### src/hdl/ppu_pkg.sv
// PPU shared definitions
package ppu_pkg;

  // ========================================
  // Sizes and widths
  // ========================================
  localparam int ROWS     = 8;
  localparam int ROW_W    = 3;
  localparam int SPIKES   = 8;
  localparam int SPK_W    = 3;
  localparam int NO_W     = 4;
  localparam int PE_COUNT = 4;
  localparam int PE_W     = 2;
  localparam int WEIGHT_W = 8;
  localparam int ACC_W    = 16;
  localparam int APB_AW   = 12;
  localparam int APB_DW   = 32;

  // ========================================
  // APB address map
  // ========================================
  localparam logic [APB_AW-1:0] ADDR_CTRL   = 12'h000;
  localparam logic [APB_AW-1:0] ADDR_STATUS = 12'h004;
  localparam logic [APB_AW-1:0] ADDR_REUSE  = 12'h008;
  localparam logic [APB_AW-1:0] TILE_BASE   = 12'h040;
  localparam logic [APB_AW-1:0] WGT_BASE    = 12'h080;
  localparam logic [APB_AW-1:0] RES_BASE    = 12'h100;

  // Tile controller states
  localparam logic [1:0] TC_IDLE  = 2'd0;
  localparam logic [1:0] TC_ISSUE = 2'd1;
  localparam logic [1:0] TC_DRAIN = 2'd2;

  // Processor states
  localparam logic [1:0] PR_IDLE  = 2'd0;
  localparam logic [1:0] PR_LOAD  = 2'd1;
  localparam logic [1:0] PR_ACC   = 2'd2;
  localparam logic [1:0] PR_WRITE = 2'd3;

  // APB write word, view picked by address region
  typedef union packed {
    logic [APB_DW-1:0]                 tile_view;
    logic [PE_COUNT-1:0][WEIGHT_W-1:0] wgt_view;
  } ppu_wdata_u;

endpackage

### src/hdl/ppu_apb_regs.sv
// PPU APB register slave
module ppu_apb_regs
  import ppu_pkg::*;
(
  input  logic                                         clk,
  input  logic                                         rst_n,
  input  logic                                         psel,
  input  logic                                         penable,
  input  logic                                         pwrite,
  input  logic [APB_AW-1:0]                            paddr,
  input  logic [APB_DW-1:0]                            pwdata,
  output logic [APB_DW-1:0]                            prdata,
  output logic                                         pready,
  output logic                                         pslverr,
  input  logic                                         busy,
  input  logic                                         done,
  input  logic [ROW_W:0]                               reuse_count,
  input  logic [ACC_W-1:0]                             res_data,
  output logic                                         start,
  output logic [ROWS-1:0][SPIKES-1:0]                  tile_rows,
  output logic [SPIKES-1:0][PE_COUNT-1:0][WEIGHT_W-1:0] weights,
  output logic [ROW_W-1:0]                             res_row,
  output logic [PE_W-1:0]                              res_pe
);

  ppu_wdata_u wdata;
  logic       setup;
  logic       access_wr;
  logic       wr_err;
  logic       hit_ctrl;
  logic       hit_status;
  logic       hit_reuse;
  logic       hit_tile;
  logic       hit_wgt;
  logic       hit_res;

  // ========================================
  // Address decode
  // ========================================
  assign hit_ctrl   = (paddr == ADDR_CTRL);
  assign hit_status = (paddr == ADDR_STATUS);
  assign hit_reuse  = (paddr == ADDR_REUSE);
  assign hit_tile   = (paddr >= TILE_BASE) && (paddr < TILE_BASE + 4 * ROWS);
  assign hit_wgt    = (paddr >= WGT_BASE) && (paddr < WGT_BASE + 4 * SPIKES);
  assign hit_res    = (paddr >= RES_BASE) && (paddr < RES_BASE + 4 * ROWS * PE_COUNT);

  // Result index is r*PE_COUNT + p, word aligned
  assign res_pe  = paddr[2 +: PE_W];
  assign res_row = paddr[2 + PE_W +: ROW_W];

  // No wait states
  assign pready = 1'b1;

  // Error judged in setup phase, reported in access phase
  assign setup  = psel && !penable;
  assign wr_err = pwrite && busy && (hit_tile || hit_wgt || (hit_ctrl && pwdata[0]));

  always_ff @(posedge clk or negedge rst_n) begin
    if (!rst_n) begin
      pslverr <= 1'b0;
    end else begin
      pslverr <= setup && wr_err;
    end
  end

  // Rejected writes leave storage alone
  assign access_wr = psel && penable && pwrite && !pslverr;
  assign wdata     = pwdata;
  assign start     = access_wr && hit_ctrl && wdata.tile_view[0];

  // Pattern and weight storage
  always_ff @(posedge clk) begin
    if (access_wr && hit_tile) begin
      tile_rows[paddr[2 +: ROW_W]] <= wdata.tile_view[SPIKES-1:0];
    end
    if (access_wr && hit_wgt) begin
      weights[paddr[2 +: SPK_W]] <= wdata.wgt_view;
    end
  end

  // Read mux, unmapped reads give 0
  always_comb begin
    prdata = '0;
    if (hit_status) begin
      prdata[1:0] = {done, busy};
    end else if (hit_reuse) begin
      prdata[ROW_W:0] = reuse_count;
    end else if (hit_res) begin
      prdata[ACC_W-1:0] = res_data;
    end
  end

  // Error only shows with the access phase
  a_slverr_access: assert property (@(posedge clk) disable iff (!rst_n)
    pslverr |-> psel && penable);

endmodule

### src/hdl/ppu_dispatcher.sv
// PPU dispatcher buffer
module ppu_dispatcher
  import ppu_pkg::*;
(
  input  logic              clk,
  input  logic              rst_n,
  input  logic              prn_valid,
  input  logic [ROW_W-1:0]  prn_row,
  input  logic [ROW_W-1:0]  prn_prefix,
  input  logic              prn_has_prefix,
  input  logic [SPIKES-1:0] prn_residual,
  input  logic              task_ready,
  output logic              dsp_ready,
  output logic              task_valid,
  output logic [ROW_W-1:0]  task_row,
  output logic [ROW_W-1:0]  task_prefix,
  output logic              task_has_prefix,
  output logic [SPIKES-1:0] task_residual
);

  // Two entries, in issue order
  logic [ROW_W-1:0]  row_q      [2];
  logic [ROW_W-1:0]  prefix_q   [2];
  logic              has_q      [2];
  logic [SPIKES-1:0] residual_q [2];
  logic              wr_ptr;
  logic              rd_ptr;
  logic [1:0]        count;
  logic              push;
  logic              pop;

  assign dsp_ready  = (count != 2'd2);
  assign task_valid = (count != 2'd0);
  assign push       = prn_valid && dsp_ready;
  assign pop        = task_valid && task_ready;

  // Head entry
  assign task_row        = row_q[rd_ptr];
  assign task_prefix     = prefix_q[rd_ptr];
  assign task_has_prefix = has_q[rd_ptr];
  assign task_residual   = residual_q[rd_ptr];

  always_ff @(posedge clk or negedge rst_n) begin
    if (!rst_n) begin
      wr_ptr <= 1'b0;
      rd_ptr <= 1'b0;
      count  <= 2'd0;
    end else begin
      if (push) begin
        wr_ptr <= ~wr_ptr;
      end
      if (pop) begin
        rd_ptr <= ~rd_ptr;
      end
      count <= count + {1'b0, push} - {1'b0, pop};
    end
  end

  always_ff @(posedge clk) begin
    if (push) begin
      row_q[wr_ptr]      <= prn_row;
      prefix_q[wr_ptr]   <= prn_prefix;
      has_q[wr_ptr]      <= prn_has_prefix;
      residual_q[wr_ptr] <= prn_residual;
    end
  end

  // Full buffer takes no push and the pruner keeps its row
  a_no_push_full: assert property (@(posedge clk) disable iff (!rst_n)
    (count == 2'd2) && prn_valid |=> prn_valid && $stable(prn_row));

endmodule

### src/hdl/ppu_prefix_pruner.sv
// PPU prefix pruner
module ppu_prefix_pruner
  import ppu_pkg::*;
(
  input  logic                        clk,
  input  logic                        rst_n,
  input  logic                        si_valid,
  input  logic [ROWS-1:0]             si_vec,
  input  logic [ROW_W-1:0]            si_row,
  input  logic [ROWS-1:0][SPIKES-1:0] tile_rows,
  input  logic                        dsp_ready,
  output logic                        det_ready,
  output logic                        prn_valid,
  output logic [ROW_W-1:0]            prn_row,
  output logic [ROW_W-1:0]            prn_prefix,
  output logic                        prn_has_prefix,
  output logic [SPIKES-1:0]           prn_residual
);

  logic [ROW_W-1:0]  best;
  logic [NO_W-1:0]   best_pc;
  logic              found;
  logic [SPIKES-1:0] query;
  logic [SPIKES-1:0] prefix_pat;

  function automatic logic [NO_W-1:0] popcount(input logic [SPIKES-1:0] v);
    logic [NO_W-1:0] n;
    n = '0;
    for (int i = 0; i < SPIKES; i++) begin
      n = n + v[i];
    end
    return n;
  endfunction

  // ========================================
  // Best prefix
  // ========================================
  // Strict compare keeps the lowest index on a tie
  always_comb begin
    best    = '0;
    best_pc = '0;
    found   = 1'b0;
    for (int k = 0; k < ROWS; k++) begin
      if (si_vec[k] && (!found || popcount(tile_rows[k]) > best_pc)) begin
        found   = 1'b1;
        best    = ROW_W'(k);
        best_pc = popcount(tile_rows[k]);
      end
    end
  end

  assign query      = tile_rows[si_row];
  assign prefix_pat = found ? tile_rows[best] : '0;
  assign det_ready  = !prn_valid || dsp_ready;

  always_ff @(posedge clk or negedge rst_n) begin
    if (!rst_n) begin
      prn_valid <= 1'b0;
    end else if (si_valid && det_ready) begin
      prn_valid <= 1'b1;
    end else if (dsp_ready) begin
      prn_valid <= 1'b0;
    end
  end

  // Prefix is a subset, so XOR leaves only the missing bits
  always_ff @(posedge clk) begin
    if (si_valid && det_ready) begin
      prn_row        <= si_row;
      prn_prefix     <= best;
      prn_has_prefix <= found;
      prn_residual   <= query ^ prefix_pat;
    end
  end

  // Pruning never adds work
  a_residual_le: assert property (@(posedge clk) disable iff (!rst_n)
    prn_valid |-> $countones(prn_residual) <= $countones(tile_rows[prn_row]));

endmodule

### src/hdl/ppu_processor.sv
// PPU row processor
module ppu_processor
  import ppu_pkg::*;
(
  input  logic                                         clk,
  input  logic                                         rst_n,
  input  logic                                         task_valid,
  input  logic [ROW_W-1:0]                             task_row,
  input  logic [ROW_W-1:0]                             task_prefix,
  input  logic                                         task_has_prefix,
  input  logic [SPIKES-1:0]                            task_residual,
  input  logic [SPIKES-1:0][PE_COUNT-1:0][WEIGHT_W-1:0] weights,
  input  logic [ROW_W-1:0]                             res_row,
  input  logic [PE_W-1:0]                              res_pe,
  output logic                                         task_ready,
  output logic                                         row_done,
  output logic [ACC_W-1:0]                             res_data
);

  logic [1:0]                     state;
  logic [ROW_W-1:0]               cur_row;
  logic [ROW_W-1:0]               cur_prefix;
  logic                           cur_has;
  logic [SPIKES-1:0]              rem;
  logic [SPIKES-1:0]              rem_next;
  logic [SPK_W-1:0]               bit_idx;
  logic [PE_COUNT-1:0][ACC_W-1:0] acc;
  // Result memory, one word of all PEs per row
  logic [PE_COUNT-1:0][ACC_W-1:0] res_mem [ROWS];

  function automatic logic [SPK_W-1:0] lowest_set(input logic [SPIKES-1:0] v);
    logic [SPK_W-1:0] idx;
    idx = '0;
    for (int i = SPIKES - 1; i >= 0; i--) begin
      if (v[i]) begin
        idx = SPK_W'(i);
      end
    end
    return idx;
  endfunction

  assign task_ready = (state == PR_IDLE);
  assign row_done   = (state == PR_WRITE);
  assign bit_idx    = lowest_set(rem);
  // Drop the bit being added
  assign rem_next   = rem & (rem - 1'b1);
  assign res_data   = res_mem[res_row][res_pe];

  // ========================================
  // Control
  // ========================================
  always_ff @(posedge clk or negedge rst_n) begin
    if (!rst_n) begin
      state <= PR_IDLE;
    end else begin
      case (state)
        PR_IDLE:  if (task_valid) state <= PR_LOAD;
        PR_LOAD:  state <= (rem == '0) ? PR_WRITE : PR_ACC;
        PR_ACC:   if (rem_next == '0) state <= PR_WRITE;
        default:  state <= PR_IDLE;
      endcase
    end
  end

  // ========================================
  // Datapath
  // ========================================
  always_ff @(posedge clk) begin
    case (state)
      PR_IDLE: begin
        if (task_valid) begin
          cur_row    <= task_row;
          cur_prefix <= task_prefix;
          cur_has    <= task_has_prefix;
          rem        <= task_residual;
        end
      end
      // Prefix row always finished earlier
      PR_LOAD: acc <= cur_has ? res_mem[cur_prefix] : '0;
      PR_ACC: begin
        for (int p = 0; p < PE_COUNT; p++) begin
          acc[p] <= acc[p] + ACC_W'(weights[bit_idx][p]);
        end
        rem <= rem_next;
      end
      default: res_mem[cur_row] <= acc;
    endcase
  end

endmodule

### src/hdl/ppu_subset_detector.sv
// PPU subset detector
module ppu_subset_detector
  import ppu_pkg::*;
(
  input  logic                        clk,
  input  logic                        rst_n,
  input  logic                        q_valid,
  input  logic [ROW_W-1:0]            q_row,
  input  logic [ROWS-1:0][SPIKES-1:0] tile_rows,
  input  logic                        det_ready,
  output logic                        q_ready,
  output logic                        si_valid,
  output logic [ROWS-1:0]             si_vec,
  output logic [ROW_W-1:0]            si_row
);

  logic [ROWS-1:0] subset;

  // Takes a query when the output slot is free or leaving
  assign q_ready = !si_valid || det_ready;

  // Row k qualifies if earlier and no bit outside the query
  always_comb begin
    for (int k = 0; k < ROWS; k++) begin
      subset[k] = (k < q_row) && ((tile_rows[k] & ~tile_rows[q_row]) == '0);
    end
  end

  always_ff @(posedge clk or negedge rst_n) begin
    if (!rst_n) begin
      si_valid <= 1'b0;
    end else if (q_valid && q_ready) begin
      si_valid <= 1'b1;
    end else if (det_ready) begin
      si_valid <= 1'b0;
    end
  end

  // Result held while the pruner stalls
  always_ff @(posedge clk) begin
    if (q_valid && q_ready) begin
      si_vec <= subset;
      si_row <= q_row;
    end
  end

endmodule

### src/hdl/ppu_tile_ctrl.sv
// PPU tile controller
module ppu_tile_ctrl
  import ppu_pkg::*;
(
  input  logic             clk,
  input  logic             rst_n,
  input  logic             start,
  input  logic             q_ready,
  input  logic             row_done,
  input  logic             prn_valid,
  input  logic             dsp_ready,
  input  logic             prn_has_prefix,
  output logic             q_valid,
  output logic [ROW_W-1:0] q_row,
  output logic             busy,
  output logic             done,
  output logic [ROW_W:0]   reuse_count
);

  logic [1:0]     state;
  logic [ROW_W:0] done_cnt;

  assign q_valid = (state == TC_ISSUE);
  assign busy    = (state != TC_IDLE);

  always_ff @(posedge clk or negedge rst_n) begin
    if (!rst_n) begin
      state       <= TC_IDLE;
      q_row       <= '0;
      done_cnt    <= '0;
      done        <= 1'b0;
      reuse_count <= '0;
    end else begin
      // Finished rows, counted in any busy state
      if (row_done) begin
        done_cnt <= done_cnt + 1'b1;
      end
      // Rows leaving the pruner with a prefix
      if (prn_valid && dsp_ready && prn_has_prefix) begin
        reuse_count <= reuse_count + 1'b1;
      end
      case (state)
        TC_IDLE: begin
          // New tile clears counters and sticky done
          if (start) begin
            state       <= TC_ISSUE;
            q_row       <= '0;
            done_cnt    <= '0;
            reuse_count <= '0;
            done        <= 1'b0;
          end
        end
        TC_ISSUE: begin
          if (q_ready) begin
            if (q_row == ROW_W'(ROWS - 1)) begin
              state <= TC_DRAIN;
            end else begin
              q_row <= q_row + 1'b1;
            end
          end
        end
        TC_DRAIN: begin
          // Wait for every row to come back
          if (done_cnt == (ROW_W + 1)'(ROWS)) begin
            state <= TC_IDLE;
            done  <= 1'b1;
          end
        end
        default: state <= TC_IDLE;
      endcase
    end
  end

  // Processor only finishes rows of a running tile
  a_done_busy: assert property (@(posedge clk) disable iff (!rst_n)
    row_done |-> busy);

endmodule

### src/hdl/ppu_top.sv
// PPU top level
module ppu_top
  import ppu_pkg::*;
(
  input  logic              clk,
  input  logic              rst_n,
  input  logic              psel,
  input  logic              penable,
  input  logic              pwrite,
  input  logic [APB_AW-1:0] paddr,
  input  logic [APB_DW-1:0] pwdata,
  output logic [APB_DW-1:0] prdata,
  output logic              pready,
  output logic              pslverr
);

  // ========================================
  // Register side
  // ========================================
  logic                                         start;
  logic                                         busy;
  logic                                         done;
  logic [ROW_W:0]                               reuse_count;
  logic [ACC_W-1:0]                             res_data;
  logic [ROWS-1:0][SPIKES-1:0]                  tile_rows;
  logic [SPIKES-1:0][PE_COUNT-1:0][WEIGHT_W-1:0] weights;
  logic [ROW_W-1:0]                             res_row;
  logic [PE_W-1:0]                              res_pe;

  // ========================================
  // Pipeline handshakes
  // ========================================
  logic              q_valid;
  logic              q_ready;
  logic [ROW_W-1:0]  q_row;
  logic              si_valid;
  logic [ROWS-1:0]   si_vec;
  logic [ROW_W-1:0]  si_row;
  logic              det_ready;
  logic              prn_valid;
  logic [ROW_W-1:0]  prn_row;
  logic [ROW_W-1:0]  prn_prefix;
  logic              prn_has_prefix;
  logic [SPIKES-1:0] prn_residual;
  logic              dsp_ready;
  logic              task_valid;
  logic [ROW_W-1:0]  task_row;
  logic [ROW_W-1:0]  task_prefix;
  logic              task_has_prefix;
  logic [SPIKES-1:0] task_residual;
  logic              task_ready;
  logic              row_done;

  // Port names match the wires above
  ppu_apb_regs        u_regs       (.*);
  ppu_tile_ctrl       u_tile_ctrl  (.*);
  ppu_subset_detector u_detector   (.*);
  ppu_prefix_pruner   u_pruner     (.*);
  ppu_dispatcher      u_dispatcher (.*);
  ppu_processor       u_processor  (.*);

endmodule

### config.mk
export PLATFORM = sky130hd
export DESIGN_NAME = ppu_top
export DESIGN_NICKNAME = d
export VERILOG_FILES = /design/src/hdl/ppu_pkg.sv /design/src/hdl/ppu_apb_regs.sv /design/src/hdl/ppu_dispatcher.sv /design/src/hdl/ppu_prefix_pruner.sv /design/src/hdl/ppu_processor.sv /design/src/hdl/ppu_subset_detector.sv /design/src/hdl/ppu_tile_ctrl.sv /design/src/hdl/ppu_top.sv
export SDC_FILE = /design/constraint.sdc
export NUM_CORES = 1
export LEC_CHECK = 0
export BUFFER_PORTS_ARGS = -buffer_cell sky130_fd_sc_hd__buf_2
export CAP_MARGIN = 10
export CORE_MARGIN = 2
export CORE_UTILIZATION = 60
export DETAILED_ROUTE_END_ITERATION = 12
export GPL_TIMING_DRIVEN = 1
export PLACE_DENSITY_LB_ADDON = 0.25
export SETUP_SLACK_MARGIN = 0.5
export SYNTH_ARGS = -nofsm -noshare
export SYNTH_HDL_FRONTEND = slang
export SYNTH_HIERARCHICAL = 1
export SYNTH_SLANG_ARGS = --single-unit
### constraint.sdc
create_clock -name clk -period 18.75 [get_ports clk]
set_input_delay 4.6875 -clock clk [delete_from_list [all_inputs] [get_ports clk]]
set_output_delay 4.6875 -clock clk [all_outputs]
set_load 0.005 [all_outputs]
==> load_flow_metrics.sql <==
INSERT INTO impl_metrics (metric_group, metric, value, unit) VALUES
('floorplan', 'fp.dieArea', '83580', 'um^2'),
('setup_path', 'most_common_cell_type_on_the_critical_path', 'ha_1', ''),
('clock_tree', 'clock_insertion_delay_worst_skew', '0.69', 'ns'),
('pwr', 'switching_pwr', '3.284', 'mW'),
('floorplan', 'fp.dieW', '289.1', 'um'),
('drt', 'route.vias.total', '29170', ''),
('drt', 'wl', '123600', 'um'),
('logic_synthesis', 'synth_top_family_by_area', 'multiplexers', ''),
('sta', 'max-slew-margin-rel', '4.370', '%'),
('setup_path', 'endpoint_kind', 'flip-flop', ''),
('setup_path', 'reg2reg_capture_point', 'u_pruner/prn_residual[3]$_DFFE_PP_', ''),
('clock_tree', 'sinks_on_clock_net', '992', ''),
('sta', 'final.hold.worst_slack', '0.4359', 'ns'),
('global_route', 'grt_max_degree', '101', ''),
('sta', 'max_clock_freq', '72.90', 'MHz'),
('placement', 'io_buffers', '65', ''),
('pwr', 'power_leakage', '18.33', 'nW'),
('setup_path', 'worst-path-max-fanout', '10', ''),
('logic_synthesis', 'synth-edff-count', '966', ''),
('setup_path', 'critical_path_required', '19.15', 'ns'),
('floorplan', 'initial_core_utilization', '60.55', '%'),
('floorplan', 'overall_die_height', '289.1', 'um'),
('drt', 'route.detailed.wl_per_inst', '29.53', 'um'),
('logic_synthesis', 'yosys_warnings', '6', ''),
('floorplan', 'design.portCount', '83', ''),
('cells_and_area', 'post_route_cells_drive_above_1_share', '23.41', '%'),
('sta', 'slew_violations', '0', ''),
('pwr', 'p_int', '5.481', 'mW'),
('setup_path', 'timing.critical_path.from_type', 'flip-flop', ''),
('min_path', 'timing.hold.worst_path_depth', '0', ''),
('setup_path', 'crit_path_max_incr_delay', '1.12', 'ns'),
('clock_tree', 'h_tree_levels', '3', ''),
('floorplan', 'placeableCoreArea', '80550', 'um^2'),
('pwr', 'power.density_cell_area', '163.8', 'nW/um^2'),
('logic_synthesis', 'synth_area', '48770', 'um^2'),
('drt', 'drcViolationCount', '0', ''),
('logic_synthesis', 'synth-adder-area-share', '4.084', '%'),
('setup_path', 'r2r-start', 'u_regs/tile_rows[0]$_DFFE_PP_', ''),
('global_route', 'grt_pass1_wl', '184500', 'um'),
('clock_tree', 'cts.root.buffer_cell', 'clkbuf_16', ''),
('logic_synthesis', 'parity_gate_share_of_the_synthesized_area_counting_xor_and_xnor_cells', '0.9877', '%'),
('pwr', 'power.switching_fraction', '37.46', '%'),
('global_route', 'first_global_vias', '29150', ''),
('sta', 'post-route-period-util', '73.16', '%'),
('placement', 'place.detailed.hpwl', '75860', 'um'),
('drt', 'detail_route.vias_per_cell', '6.969', ''),
('sta', 'timing.final.hold_violations', '0', ''),
('placement', 'gp_routability_congestion', '0.9052', ''),
('min_path', 'min_to', 'u_dispatcher/row_q[1][0]$_DFFE_PP_', ''),
('sta', 'timing.clock.skew', '0.03012', 'ns'),
('sta', 'rsz_0062_raised_after_global_routing', 'false', ''),
('placement', 'dpl.cell_count', '3997', ''),
('clock_tree', 'clock_tree_from_tritoncts', 'built', ''),
('outcome', 'run_status', 'finished clean', ''),
('clock_tree', 'clk_transition_reported_paths', '0.06', 'ns'),
('sta', 'setup_total_negative_slack', '0', 'ns'),
('sta', 'layout_min_cycle_time', '13.72', 'ns'),
('job', 'cap_viol_max_count', '0', ''),
('global_route', 'global_route.overflow_total', '0', ''),
('logic_synthesis', 'ys_seq_elements', '992', ''),
('min_path', 'timing.hold.worst.class', 'flip-flop to flip-flop', ''),
('placement', 'dpl_cell_area', '50160', 'um^2'),
('cells_and_area', 'final_nets', '3227', ''),
('pwr', 'irDropWorstVdd', '166.8', 'uV'),
('clock_tree', 'ctsLongestPathBuffers', '3', ''),
('global_route', 'antenna_found_initial', '3', ''),
('logic_synthesis', 'synthCells', '2995', ''),
('clock_tree', 'cts_buffer_count', '100', ''),
('logic_synthesis', 'seq_area_frac_synth', '60.78', '%'),
('setup_path', 'rr_worst_depth', '46', ''),
('logic_synthesis', 'synth_mux_area_share', '17.63', '%');
==> how the worst max path moves through the flow <==
stage	depth (start not counted)	start	slack (ns)	to
3_5_place_dp	9	paddr[4]	5.19	prdata[1]
2_1_floorplan	48	u_regs/tile_rows[0]$_DFFE_PP_	7.23	u_pruner/prn_residual[0]$_DFFE_PP_
5_1_grt	45	u_regs/tile_rows[0]$_DFFE_PP_	4.17	u_pruner/prn_residual[3]$_DFFE_PP_
4_1_cts	9	paddr[4]	5.19	prdata[1]
3_3_place_gp	8	paddr[4]	5.24	prdata[2]
6_report	46	u_regs/tile_rows[0]$_DFFE_PP_	5.03	u_pruner/prn_residual[3]$_DFFE_PP_
==> state kept, by name (all words and copies together), names as in the netlist, 4 cells and up, named ones only <==
register	count
u_dispatcher/prefix_q	6
u_detector/si_vec	7
u_dispatcher/residual_q	16
u_regs/weights	256
u_tile_ctrl/done_cnt	4
u_regs/tile_rows	64
u_processor/rem	8
u_processor/acc	64
u_dispatcher/row_q	6
u_pruner/prn_residual	8
u_processor/res_mem	512
u_tile_ctrl/reuse_count	4
==> final cells by class <==
class | instances | area (um^2) | area share [%]
flip-flops and latches | 992 | 29650 | 55.43
multi-input cells | 1693 | 17910 | 33.48
clock buffers | 121 | 2601 | 4.862
diodes | 4 | 10.01 | 0.01871
inverters | 129 | 485.5 | 0.9075
well taps | 1060 | 1326 | 2.479
clock inverters | 61 | 681.9 | 1.275
repair buffers | 126 | 828.3 | 1.548
==> worst max-delay path: cells and delay by family (launching register included) <==
kind | cells | cell delay [ns]
mux | 4 | 1.29
compound gates | 15 | 5.30
fa+ha+maj | 11 | 3.92
buf+inv | 3 | 0.22
xor+xnor | 2 | 0.30
flops | 1 | 0.51
simple gates | 11 | 1.90
==> logic make-up after synthesis <==
group / count (synthesis)
DFF: 992
and+or+nand+nor: 538
AOI/OAI and AO/OA: 485
muxes: 459
buffers and inverters: 325
adders and majority gates: 138
xor gates and xnor gates: 55
other: 3
==> metrics by stage <==
step / setup WS [ns] / util (%) / power, mW
6_report: 5.033 / 66.42 / 8.765
5_1_grt: 4.166 / 66.41 / 9.152
4_1_cts: 5.192 / 66.35 / 8.739
3_5_place_dp: 5.194 / 62.28 / 6.769
3_3_place_gp: 5.235 / 62.28 / 6.643
2_1_floorplan: 7.229 / - / 5.680
==> metal layers <==
| metal | track usage, % | part of all wire [%] | vias up |
|---|---|---|---|
| met2 | 49.64 | 50 | 1498 |
| met5 | 0 | 0 | - |
| met3 | 4.402 | 8.1 | 286 |
| met4 | 11.03 | 3.6 | 0 |
| li1 | - | - | 12310 |
| met1 | 40.87 | 38 | 15080 |
==> synth_stat cells (11+ instances only) <==
master / number
nand4_1: 28
buf_4: 27
buf_6: 11
nand2b_1: 18
nand2_1: 77
o21a_1: 14
dfrtp_1: 23
o211ai_1: 16
fa_1: 36
nor4_1: 40
o22ai_1: 37
mux4_2: 308
xnor2_1: 31
buf_1: 12
edfxtp_1: 966
nor2_1: 62
and3_1: 153
clkbuf_1: 109
xor2_1: 24
a211oi_1: 170
ha_1: 100
mux2_2: 62
buf_2: 37
mux2i_1: 82
o21ai_0: 69
a21oi_1: 55
nor3_1: 22
nand3_1: 29
inv_1: 127
a21o_1: 24
nor2b_1: 21
==> layout by cell type, fill, tap and decap left out, types with 21 or more instances in the layout <==
| cell | count |
|---|---|
| a211oi_1 | 170 |
| a21o_1 | 24 |
| a21oi_1 | 55 |
| and3_1 | 153 |
| buf_2 | 64 |
| buf_4 | 57 |
| clkbuf_16 | 100 |
| dfrtp_1 | 23 |
| edfxtp_1 | 966 |
| fa_1 | 36 |
| ha_1 | 98 |
| inv_1 | 127 |
| mux2_2 | 62 |
| mux2i_1 | 82 |
| mux4_2 | 308 |
| nand2_1 | 75 |
| nand3_1 | 29 |
| nand4_1 | 28 |
| nor2_1 | 50 |
| nor2b_1 | 21 |
| nor4_1 | 40 |
| o21ai_0 | 68 |
| o22ai_1 | 37 |
| xnor2_1 | 31 |
| xor2_1 | 24 |
==> power by group through the flow <==
stage                     Clock, mW  Sequential (mW)  Combinational (mW)
after floorplan                   0             3.22                2.46
after global placement            0             3.41                3.23
after detailed placement          0             3.45                3.32
after CTS                      1.99             3.41                3.34
after global routing           2.08             3.45                3.62
final                          1.97             3.41                3.39
(Power assumes the default switching activity.)
